[src/verilog/lc3b_types.sv]
package lc3b_types;

typedef logic [15:0] lc3b_word;
typedef logic [2:0] lc3b_reg;

// LC-3b opcode field encodings
typedef enum logic [3:0] {
	op_br  = 4'b0000,
	op_add = 4'b0001,
	op_and = 4'b0101,
	op_ldr = 4'b0110,
	op_str = 4'b0111,
	op_not = 4'b1001,
	op_jmp = 4'b1100,
	op_shf = 4'b1101,
	op_lea = 4'b1110
} lc3b_opcode;

// Operation handed from issue to the ALU stations
typedef enum logic [1:0] {
	fn_add = 2'b00,
	fn_and = 2'b01,
	fn_not = 2'b10
} alu_fn;

// One instruction word, two decodings
typedef union packed {
	struct packed {
		lc3b_opcode opcode;
		lc3b_reg dest;
		lc3b_reg sr1;
		logic imm;         // Bit 5 selects imm5 over sr2
		logic [1:0] unused;
		lc3b_reg sr2;
	} reg_form;
	struct packed {
		lc3b_opcode opcode;
		lc3b_reg dest;
		lc3b_reg sr1;
		logic imm;
		logic [4:0] imm5;  // Low nine bits also hold the LEA offset9
	} imm_form;
} lc3b_instr;

endpackage : lc3b_types
[src/verilog/tomasulo_core.sv]
module tomasulo_core #(parameter tag_width = 3)
(
	input logic clk,
	input logic reset,
	input lc3b_types::lc3b_word instr,
	input logic instr_is_new,
	input lc3b_types::lc3b_word curr_pc,

	output logic stall,
	output logic commit_valid,
	output lc3b_types::lc3b_reg commit_reg,
	output lc3b_types::lc3b_word commit_value
);

logic cdb_valid;
logic [tag_width-1:0] cdb_tag;
lc3b_types::lc3b_word cdb_data;

logic [2:0] station_load, station_busy, station_done, grant;
lc3b_types::alu_fn res_fn;
lc3b_types::lc3b_word res_Vj, res_Vk;
logic [tag_width-1:0] res_Qj, res_Qk, res_dest;
logic res_j_ready, res_k_ready;
lc3b_types::lc3b_word result0, result1, result2;
logic [tag_width-1:0] tag0, tag1, tag2;

logic rob_write_enable, rob_value_ready, rob_full;
lc3b_types::lc3b_reg rob_dest;
lc3b_types::lc3b_word rob_value_in;
logic [tag_width-1:0] rob_addr, commit_tag;
lc3b_types::lc3b_word rob_sr1_value, rob_sr2_value;
logic rob_sr1_valid, rob_sr2_valid;

lc3b_types::lc3b_reg sr1, sr2, reg_dest;
logic ld_reg_busy_dest;
logic [tag_width-1:0] reg_rob_entry;
lc3b_types::lc3b_word sr1_value, sr2_value;
logic sr1_busy, sr2_busy;
logic [tag_width-1:0] sr1_tag, sr2_tag;

issue_control #(.tag_width(tag_width)) issue0
(
	.clk, .instr, .instr_is_new, .curr_pc,
	.cdb_valid, .cdb_tag, .cdb_data,
	.station_busy, .rob_full, .rob_addr,
	.rob_sr1_value, .rob_sr2_value, .rob_sr1_valid, .rob_sr2_valid,
	.sr1_value, .sr1_busy, .sr1_tag, .sr2_value, .sr2_busy, .sr2_tag,
	.stall, .station_load, .res_fn, .res_Vj, .res_Vk, .res_Qj, .res_Qk,
	.res_j_ready, .res_k_ready, .res_dest,
	.rob_write_enable, .rob_dest, .rob_value_in, .rob_value_ready,
	.sr1, .sr2, .reg_dest, .ld_reg_busy_dest, .reg_rob_entry
);

reg_status_file #(.tag_width(tag_width)) regs0
(
	.clk, .reset, .sr1, .sr2, .reg_dest, .ld_reg_busy_dest, .reg_rob_entry,
	.commit_valid, .commit_reg, .commit_value, .commit_tag,
	.sr1_value, .sr1_busy, .sr1_tag, .sr2_value, .sr2_busy, .sr2_tag
);

// Source tags from the register file index the ROB directly
reorder_buffer #(.tag_width(tag_width)) rob0
(
	.clk, .reset, .rob_write_enable, .rob_dest, .rob_value_in, .rob_value_ready,
	.cdb_valid, .cdb_tag, .cdb_data,
	.rob_sr1_read_addr(sr1_tag), .rob_sr2_read_addr(sr2_tag),
	.rob_full, .rob_addr, .rob_sr1_value, .rob_sr1_valid, .rob_sr2_value, .rob_sr2_valid,
	.commit_valid, .commit_reg, .commit_value, .commit_tag
);

alu_station #(.tag_width(tag_width)) station0
(
	.clk, .reset, .load(station_load[0]), .res_fn, .res_Vj, .res_Vk, .res_Qj, .res_Qk,
	.res_j_ready, .res_k_ready, .res_dest, .cdb_valid, .cdb_tag, .cdb_data,
	.grant(grant[0]), .busy(station_busy[0]), .done(station_done[0]),
	.result(result0), .result_tag(tag0)
);

alu_station #(.tag_width(tag_width)) station1
(
	.clk, .reset, .load(station_load[1]), .res_fn, .res_Vj, .res_Vk, .res_Qj, .res_Qk,
	.res_j_ready, .res_k_ready, .res_dest, .cdb_valid, .cdb_tag, .cdb_data,
	.grant(grant[1]), .busy(station_busy[1]), .done(station_done[1]),
	.result(result1), .result_tag(tag1)
);

alu_station #(.tag_width(tag_width)) station2
(
	.clk, .reset, .load(station_load[2]), .res_fn, .res_Vj, .res_Vk, .res_Qj, .res_Qk,
	.res_j_ready, .res_k_ready, .res_dest, .cdb_valid, .cdb_tag, .cdb_data,
	.grant(grant[2]), .busy(station_busy[2]), .done(station_done[2]),
	.result(result2), .result_tag(tag2)
);

cdb_arbiter #(.tag_width(tag_width)) arbiter0
(
	.clk, .reset, .done(station_done),
	.result0, .result1, .result2, .tag0, .tag1, .tag2,
	.grant, .cdb_valid, .cdb_tag, .cdb_data
);

endmodule : tomasulo_core

[src/verilog/cdb_arbiter.sv]
module cdb_arbiter #(parameter tag_width = 3)
(
	input logic clk,
	input logic reset,
	input logic [2:0] done,
	input lc3b_types::lc3b_word result0,
	input lc3b_types::lc3b_word result1,
	input lc3b_types::lc3b_word result2,
	input logic [tag_width-1:0] tag0,
	input logic [tag_width-1:0] tag1,
	input logic [tag_width-1:0] tag2,

	output logic [2:0] grant,
	output logic cdb_valid,
	output logic [tag_width-1:0] cdb_tag,
	output lc3b_types::lc3b_word cdb_data
);

// Station 0 has highest priority
assign grant[0] = done[0];
assign grant[1] = done[1] && !done[0];
assign grant[2] = done[2] && !done[1] && !done[0];

always_ff @(posedge clk)
begin
	if (reset)
		cdb_valid <= 1'b0;
	else
		cdb_valid <= |done;
end

always_ff @(posedge clk)
begin
	if (grant[0])
	begin
		cdb_tag <= tag0;
		cdb_data <= result0;
	end
	else if (grant[1])
	begin
		cdb_tag <= tag1;
		cdb_data <= result1;
	end
	else if (grant[2])
	begin
		cdb_tag <= tag2;
		cdb_data <= result2;
	end
end

endmodule : cdb_arbiter

[src/verilog/alu_station.sv]
module alu_station #(parameter tag_width = 3)
(
	input logic clk,
	input logic reset,
	input logic load,
	input lc3b_types::alu_fn res_fn,
	input lc3b_types::lc3b_word res_Vj,
	input lc3b_types::lc3b_word res_Vk,
	input logic [tag_width-1:0] res_Qj,
	input logic [tag_width-1:0] res_Qk,
	input logic res_j_ready,
	input logic res_k_ready,
	input logic [tag_width-1:0] res_dest,
	input logic cdb_valid,
	input logic [tag_width-1:0] cdb_tag,
	input lc3b_types::lc3b_word cdb_data,
	input logic grant,

	output logic busy,
	output logic done,
	output lc3b_types::lc3b_word result,
	output logic [tag_width-1:0] result_tag
);

lc3b_types::alu_fn fn;
lc3b_types::lc3b_word vj, vk, alu_out;
logic [tag_width-1:0] qj, qk;
logic j_ready, k_ready;
logic snoop_j, snoop_k, start;

assign snoop_j = busy && !j_ready && cdb_valid && (cdb_tag == qj);
assign snoop_k = busy && !k_ready && cdb_valid && (cdb_tag == qk);
assign start = busy && j_ready && k_ready && !done;

always_comb
begin
	case (fn)
		lc3b_types::fn_and: alu_out = vj & vk;
		lc3b_types::fn_not: alu_out = ~vj;
		default: alu_out = vj + vk;
	endcase
end

always_ff @(posedge clk)
begin
	if (reset)
	begin
		busy <= 1'b0;
		done <= 1'b0;
		j_ready <= 1'b0;
		k_ready <= 1'b0;
	end
	else if (load)
	begin
		busy <= 1'b1;
		done <= 1'b0;
		j_ready <= res_j_ready;
		k_ready <= res_k_ready;
	end
	else if (grant)
	begin
		busy <= 1'b0;	// Result leaves on the bus
		done <= 1'b0;
	end
	else
	begin
		if (snoop_j)
			j_ready <= 1'b1;
		if (snoop_k)
			k_ready <= 1'b1;
		if (start)
			done <= 1'b1;
	end
end

always_ff @(posedge clk)
begin
	if (load)
	begin
		fn <= res_fn;
		vj <= res_Vj;
		vk <= res_Vk;
		qj <= res_Qj;
		qk <= res_Qk;
		result_tag <= res_dest;
	end
	else
	begin
		if (snoop_j)
			vj <= cdb_data;
		if (snoop_k)
			vk <= cdb_data;
		if (start)
			result <= alu_out;
	end
end

endmodule : alu_station

[src/verilog/reorder_buffer.sv]
module reorder_buffer #(parameter tag_width = 3)
(
	input logic clk,
	input logic reset,
	input logic rob_write_enable,
	input lc3b_types::lc3b_reg rob_dest,
	input lc3b_types::lc3b_word rob_value_in,
	input logic rob_value_ready,
	input logic cdb_valid,
	input logic [tag_width-1:0] cdb_tag,
	input lc3b_types::lc3b_word cdb_data,
	input logic [tag_width-1:0] rob_sr1_read_addr,
	input logic [tag_width-1:0] rob_sr2_read_addr,

	output logic rob_full,
	output logic [tag_width-1:0] rob_addr,
	output lc3b_types::lc3b_word rob_sr1_value,
	output logic rob_sr1_valid,
	output lc3b_types::lc3b_word rob_sr2_value,
	output logic rob_sr2_valid,
	output logic commit_valid,
	output lc3b_types::lc3b_reg commit_reg,
	output lc3b_types::lc3b_word commit_value,
	output logic [tag_width-1:0] commit_tag
);

localparam int depth = 1 << tag_width;

lc3b_types::lc3b_reg entry_reg [depth];
lc3b_types::lc3b_word entry_value [depth];
logic [depth-1:0] entry_ready;
logic [tag_width-1:0] head;
logic [tag_width-1:0] tail;
logic [tag_width:0] count;
logic do_commit;

assign rob_full = (count == (tag_width+1)'(depth));
assign rob_addr = tail;
assign do_commit = (count != '0) && entry_ready[head];

// Operand lookup by tag
assign rob_sr1_value = entry_value[rob_sr1_read_addr];
assign rob_sr1_valid = entry_ready[rob_sr1_read_addr];
assign rob_sr2_value = entry_value[rob_sr2_read_addr];
assign rob_sr2_valid = entry_ready[rob_sr2_read_addr];

always_ff @(posedge clk)
begin
	if (reset)
	begin
		head <= '0;
		tail <= '0;
		count <= '0;
		entry_ready <= '0;
		commit_valid <= 1'b0;
	end
	else
	begin
		if (cdb_valid)
			entry_ready[cdb_tag] <= 1'b1;
		if (rob_write_enable)
		begin
			entry_ready[tail] <= rob_value_ready;	// LEA arrives ready
			tail <= tail + 1'b1;
		end
		if (do_commit)
			head <= head + 1'b1;
		count <= count + (tag_width+1)'(rob_write_enable) - (tag_width+1)'(do_commit);
		commit_valid <= do_commit;
	end
end

always_ff @(posedge clk)
begin
	if (cdb_valid)
		entry_value[cdb_tag] <= cdb_data;
	if (rob_write_enable)
	begin
		entry_reg[tail] <= rob_dest;
		entry_value[tail] <= rob_value_in;
	end
	if (do_commit)
	begin
		commit_reg <= entry_reg[head];
		commit_value <= entry_value[head];
		commit_tag <= head;
	end
end

endmodule : reorder_buffer

[src/verilog/reg_status_file.sv]
module reg_status_file #(parameter tag_width = 3)
(
	input logic clk,
	input logic reset,
	input lc3b_types::lc3b_reg sr1,
	input lc3b_types::lc3b_reg sr2,
	input lc3b_types::lc3b_reg reg_dest,
	input logic ld_reg_busy_dest,
	input logic [tag_width-1:0] reg_rob_entry,
	input logic commit_valid,
	input lc3b_types::lc3b_reg commit_reg,
	input lc3b_types::lc3b_word commit_value,
	input logic [tag_width-1:0] commit_tag,

	output lc3b_types::lc3b_word sr1_value,
	output logic sr1_busy,
	output logic [tag_width-1:0] sr1_tag,
	output lc3b_types::lc3b_word sr2_value,
	output logic sr2_busy,
	output logic [tag_width-1:0] sr2_tag
);

lc3b_types::lc3b_word value [8];
logic [7:0] busy;
logic [tag_width-1:0] tag [8];

always_ff @(posedge clk)
begin
	if (reset)
	begin
		for (int i = 0; i < 8; i++)
		begin
			value[i] <= '0;
			tag[i] <= '0;
		end
		busy <= '0;
	end
	else
	begin
		if (commit_valid)
		begin
			value[commit_reg] <= commit_value;
			if (tag[commit_reg] == commit_tag)	// Newer writer still pending otherwise
				busy[commit_reg] <= 1'b0;
		end
		// Issue mark comes last and wins
		if (ld_reg_busy_dest)
		begin
			busy[reg_dest] <= 1'b1;
			tag[reg_dest] <= reg_rob_entry;
		end
	end
end

assign sr1_value = value[sr1];
assign sr1_busy = busy[sr1];
assign sr1_tag = tag[sr1];
assign sr2_value = value[sr2];
assign sr2_busy = busy[sr2];
assign sr2_tag = tag[sr2];

endmodule : reg_status_file

[src/verilog/issue_control.sv]
module issue_control #(parameter tag_width = 3)
(
	input logic clk,
	input lc3b_types::lc3b_word instr,
	input logic instr_is_new,
	input lc3b_types::lc3b_word curr_pc,
	input logic cdb_valid,
	input logic [tag_width-1:0] cdb_tag,
	input lc3b_types::lc3b_word cdb_data,
	input logic [2:0] station_busy,
	input logic rob_full,
	input logic [tag_width-1:0] rob_addr,
	input lc3b_types::lc3b_word rob_sr1_value,
	input lc3b_types::lc3b_word rob_sr2_value,
	input logic rob_sr1_valid,
	input logic rob_sr2_valid,
	input lc3b_types::lc3b_word sr1_value,
	input logic sr1_busy,
	input logic [tag_width-1:0] sr1_tag,
	input lc3b_types::lc3b_word sr2_value,
	input logic sr2_busy,
	input logic [tag_width-1:0] sr2_tag,

	output logic stall,
	output logic [2:0] station_load,
	output lc3b_types::alu_fn res_fn,
	output lc3b_types::lc3b_word res_Vj,
	output lc3b_types::lc3b_word res_Vk,
	output logic [tag_width-1:0] res_Qj,
	output logic [tag_width-1:0] res_Qk,
	output logic res_j_ready,
	output logic res_k_ready,
	output logic [tag_width-1:0] res_dest,
	output logic rob_write_enable,
	output lc3b_types::lc3b_reg rob_dest,
	output lc3b_types::lc3b_word rob_value_in,
	output logic rob_value_ready,
	output lc3b_types::lc3b_reg sr1,
	output lc3b_types::lc3b_reg sr2,
	output lc3b_types::lc3b_reg reg_dest,
	output logic ld_reg_busy_dest,
	output logic [tag_width-1:0] reg_rob_entry
);

lc3b_types::lc3b_instr ir;
lc3b_types::lc3b_opcode opcode;
lc3b_types::lc3b_word sext5;
logic [8:0] offset9;
lc3b_types::lc3b_word lea_value;
logic is_alu;

assign ir = instr;
assign opcode = ir.reg_form.opcode;
assign sr1 = ir.reg_form.sr1;
assign sr2 = ir.reg_form.sr2;
assign offset9 = ir.imm_form[8:0];
assign sext5 = {{11{ir.imm_form.imm5[4]}}, ir.imm_form.imm5};
assign lea_value = curr_pc + {{6{offset9[8]}}, offset9, 1'b0};	// Word offset to byte address

assign is_alu = (opcode == lc3b_types::op_add) || (opcode == lc3b_types::op_and) ||
	(opcode == lc3b_types::op_not);

// Every dispatched result goes to the ROB tail
assign res_dest = rob_addr;
assign rob_dest = ir.reg_form.dest;
assign reg_dest = ir.reg_form.dest;
assign reg_rob_entry = rob_addr;
assign rob_value_in = lea_value;	// Only meaningful when ready at issue

assign stall = instr_is_new && (rob_full || (is_alu && (&station_busy)));

always_comb
begin
	station_load = 3'b000;
	res_fn = lc3b_types::fn_add;
	res_Vj = '0;
	res_Vk = '0;
	res_Qj = '0;
	res_Qk = '0;
	res_j_ready = 1'b0;
	res_k_ready = 1'b0;
	rob_write_enable = 1'b0;
	rob_value_ready = 1'b0;
	ld_reg_busy_dest = 1'b0;

	if (instr_is_new && !stall)
	begin
		if (is_alu)
		begin
			// First free station
			if (!station_busy[0])
				station_load = 3'b001;
			else if (!station_busy[1])
				station_load = 3'b010;
			else
				station_load = 3'b100;

			case (opcode)
				lc3b_types::op_and: res_fn = lc3b_types::fn_and;
				lc3b_types::op_not: res_fn = lc3b_types::fn_not;
				default: res_fn = lc3b_types::fn_add;
			endcase

			// J operand
			if (!sr1_busy)
			begin
				res_Vj = sr1_value;
				res_j_ready = 1'b1;
			end
			else if (cdb_valid && cdb_tag == sr1_tag)	// Broadcast this cycle
			begin
				res_Vj = cdb_data;
				res_j_ready = 1'b1;
			end
			else if (rob_sr1_valid)
			begin
				res_Vj = rob_sr1_value;
				res_j_ready = 1'b1;
			end
			else
				res_Qj = sr1_tag;	// Wait on the bus

			// K operand
			if (opcode == lc3b_types::op_not)
				res_k_ready = 1'b1;	// Unused by NOT
			else if (ir.reg_form.imm)
			begin
				res_Vk = sext5;
				res_k_ready = 1'b1;
			end
			else if (!sr2_busy)
			begin
				res_Vk = sr2_value;
				res_k_ready = 1'b1;
			end
			else if (cdb_valid && cdb_tag == sr2_tag)
			begin
				res_Vk = cdb_data;
				res_k_ready = 1'b1;
			end
			else if (rob_sr2_valid)
			begin
				res_Vk = rob_sr2_value;
				res_k_ready = 1'b1;
			end
			else
				res_Qk = sr2_tag;

			rob_write_enable = 1'b1;
			ld_reg_busy_dest = 1'b1;
		end
		else if (opcode == lc3b_types::op_lea)
		begin
			// Result known now so no station is needed
			rob_write_enable = 1'b1;
			rob_value_ready = 1'b1;
			ld_reg_busy_dest = 1'b1;
		end
	end
end

endmodule : issue_control

[config.mk]
export PLATFORM = sky130hd
export DESIGN_NAME = tomasulo_core
export DESIGN_NICKNAME = d
export VERILOG_FILES = /design/src/verilog/lc3b_types.sv /design/src/verilog/tomasulo_core.sv /design/src/verilog/cdb_arbiter.sv /design/src/verilog/alu_station.sv /design/src/verilog/reorder_buffer.sv /design/src/verilog/reg_status_file.sv /design/src/verilog/issue_control.sv
export SDC_FILE = /design/constraint.sdc
export NUM_CORES = 1
export LEC_CHECK = 0
export BUFFER_PORTS_ARGS = -buffer_cell sky130_fd_sc_hd__buf_2
export CAP_MARGIN = 5
export CORE_MARGIN = 3
export CORE_UTILIZATION = 60
export CTS_CLUSTER_DIAMETER = 150
export CTS_CLUSTER_SIZE = 25
export DETAILED_ROUTE_END_ITERATION = 7
export GPL_TIMING_DRIVEN = 0
export PLACE_DENSITY = 0.77
export SYNTH_ARGS = -nofsm -noshare
export SYNTH_HDL_FRONTEND = slang
export SYNTH_HIERARCHICAL = 1
export SYNTH_SLANG_ARGS = --single-unit
[constraint.sdc]
create_clock -name clk -period 8.7 [get_ports clk]
set_input_delay 1.74 -clock clk [delete_from_list [all_inputs] [get_ports clk]]
set_output_delay 1.74 -clock clk [all_outputs]
set_load 0.01 [all_outputs]
==> summary.txt <==
STA
  • Relative slew slack: 0.000799
  • Unrepaired setup endpoints after global routing: false
  • Clock skew: about 0.038 ns
  • Final Hold Vio Count: 0
  • Max-slew violations: 0
  • Final Setup Violations: 0
  • Final worst slack: ~1.8 ns
  • Setup TNS Final: 0 ns
  • Max Freq: around 140 MHz
  • Period utilization: 0.795
  • Tightest Pin Transition: 1.49 ns
  • Fin crit period: 6.92 ns

Setup path
  • Critical Path End Type: flip-flop
  • Most used cell along the critical path: clkbuf_1
  • Max incr delay on CP: around 1.2 ns
  • Worst setup SP type: primary input
  • Slowest CP cell: a311oi_1
  • Critical path required time: between 9 and 10 ns
  • CP max FO: 10
  • CP arrival: 7.39 ns
  • Worst Setup Path Type: in2reg
  • Crit-path cells: buf_2, buf_4, clkbuf_1, mux4_2, mux2_2, clkbuf_1, clkbuf_1, mux4_2, mux2_2, buf_1, clkbuf_1, nand3_1, a311oi_1, nand2_1, nand2_1

Clock network
  • CTS Sinks: approximately 560
  • TritonCTS clock tree: yes
  • Worst-path clk slew: roughly 0.1 ns
  • Post-cts resize count: 0
  • Root cell of the clock tree: clkbuf_16
  • Worst skew pair latency: ~0.62 ns
  • Cts bufs inserted: 26
  • Post-cts hold buffer count: 0
  • H-Tree Depth: 1
  • Clk buf depth: 3
  • # Post-CTS Setup Buffers: 0

Place
  • PortBufs: 51
  • Placed cells: between 3,000 and 4,000
  • Gpl congestion: ~0.96
  • Post-DP HPWL: between 70,000 and 80,000 microns
  • Dpl ws: about 1.5 ns

Cells and area
  • Fraction of layout cells with a size suffix above 1: 0.236
  • Regs by FF count: regs0/value: 128 flops, rob0/entry_value: 128 flops
  • Register area: approximately 16,000 sq um
  • Multi-input gate area: 15,400 sq um
  • Finished Layout Cells: between 3,000 and 4,000
  • # nets final: 2,813
  • Area growth syn-to-layout: 7.06%
  • Fill cell count: 3,968
  • Post-layout util: 0.652

Yosys
  • Top-count cell post-synth: edfxtp_1
  • Post-Syn Area: 33,000 sq um
  • Unique masters post-synth: between 70 and 80
  • Primary FF master, synth: edfxtp_1
  • Async set-reset flop share out of synthesis: 0
  • Mapped Cells: roughly 2,600
  • Post-synth top area share: 0.475
  • Number of synthesized flops with an enable pin: ~520
  • Warnings, synthesis: 6
  • Synth area leaders: edfxtp_1 48%, mux4_2 13%, mux2_2 7.1%
  • Synth Area per Inst: approximately 13 sq um
  • Syn_nets: ~2,700
  • Synth top cells by count: 522 x edfxtp_1, 338 x nand2_1, 207 x mux2_2
  • Flops & latches, synth: about 560
  • Post-synth top area cell: edfxtp_1
  • Register area share after synthesis: 0.499

Power
  • Seq pwr share: 0.570
  • Cell-internal power: 0.00396 W
  • P_leak: between 10 and 15 nW
  • Net switching power: between 0.001 and 0.0015 W
  • Clock Power Share: 0.267
  • Power Density: between 150 and 200 nW/um^2
  • Comb pwr share: 0.163
  • VDD IR max: a little over 0.0002 V
  • Switching part of the total power: 0.261
  • Power Total: around 0.0054 W

Global routing
  • First-pass GRT wire length: between 100,000 and 150,000 microns
  • Met2 track demand over resource: 0.560
  • GR Util met1: 0.461
  • M3 GR Usage: 0.0735
  • Global route total overflow: 0
  • Initial antenna violation count: 4
  • Global routing's busiest layer: met2
  • Vias in the first global route: 22,886
  • Pin count of the biggest net entering global routing: 27
  • Total GRT Usage: 0.348

Routing
  • Vias per Instance: between 6 and 7
  • Routed WL: 100,000 microns
  • DRC: 0
  • Drt first pass iters: 7
  • 1st-iter DRT viols: 3,444
  • Total number of vias: roughly 24,000
  • WL/cell: 29.4 microns
  • Remaining antenna violation count after routing: 0

Die
  • Starting density of the core: 0.609
  • Die Wd: around 240 microns
  • Ports: 56
  • DIE HEIGHT: between 200 and 250 microns
  • Core Box Area: between 50,000 and 60,000 sq um
  • FP Rows: between 80 and 90
  • Die area: about 58,000 sq um

Status
  • Outcome: finished with violations
  • Failing checks: max-capacitance violations

Hold path
  • Worst hold path type: reg2reg

Run
  • # Max-Cap Violations: 1
through the flow:
step / hold WS, ns / area [sq um]
after global routing: 0.494 / 35300
after floorplan: 0.403 / 33000
after global placement: 0.459 / 34100
final: 0.479 / 35300
after CTS: 0.487 / 35300
after detailed placement: 0.451 / 34500
path summary, 6_finish.rpt:
check / from / endpoint / slack, ns / depth (start not counted)
max: instr[1] / station2/vk[12] / 1.78 / 15
min: rob0/head[2] / rob0/commit_tag[2] / 0.48 / 0
max reg2reg: regs0/tag[5][1] / station2/vk[12] / 3.62 / 12
min reg2reg: rob0/head[2] / rob0/commit_tag[2] / 0.48 / 0
layout by cell type (no fill, tap or decap), types with 16 or more instances in the layout:
cell type	instances
a21o_1	22
a21oi_1	112
a221oi_1	39
a222oi_1	16
a311oi_1	16
and2_1	160
buf_2	91
buf_4	29
buf_6	18
buf_8	16
clkbuf_1	105
clkbuf_16	27
dfxtp_1	40
edfxtp_1	522
ha_1	79
inv_1	75
mux2_2	207
mux2i_1	35
mux4_2	188
nand2_1	338
nand2b_1	77
nand3_1	36
nor2_1	95
nor3_1	27
o21ai_0	35
o21ai_1	27
xnor2_1	57
xor2_1	27
cells by family after synthesis:
logic type | after synthesis | synth area share
compound gates | 387 | 0.0809
xor+xnor | 84 | 0.0223
fa+ha+maj | 81 | 0.0312
buf+inv | 246 | 0.0362
flops | 562 | 0.499
mux | 431 | 0.210
simple gates | 803 | 0.119
per-layer routing:
| layer | wire length, microns | vias to the layer above |
|---|---|---|
| met5 | 37 | - |
| li1 | - | 10043 |
| met4 | 5390 | 6 |
| met3 | 11400 | 306 |
| met2 | 46900 | 1584 |
| met1 | 36700 | 11583 |
worst max-delay path, delay by kind of cell:
kind	cells	cell delay, ns
AND/OR/NAND/NOR	3	0.41
buffers and inverters	7	2.87
multiplexers	4	1.14
AO/OA/AOI/OAI	1	1.19
cell type report:
class / instances / share of cell area
timing repair buffer: 75 / 0.0162
inverter: 78 / 0.00829
buffer: 168 / 0.0255
multi-input combinational: 1786 / 0.437
clock inverter: 1 / 0.000461
sequential: 562 / 0.467
antenna: 2 / 0.000142
tap: 696 / 0.0247
clock buffer: 47 / 0.0213
power by group through the flow:
stage	Sequential [W]	Combinational, W	Clock, W
CTS	0.00305	0.000850	0.00145
global placement	0.00311	0.000805	0
global route	0.00306	0.000908	0.00154
finish	0.00305	0.000871	0.00143
detailed placement	0.00311	0.000845	0
floorplan	0.00309	0.000558	0
Power figures use the tool's default switching activity.
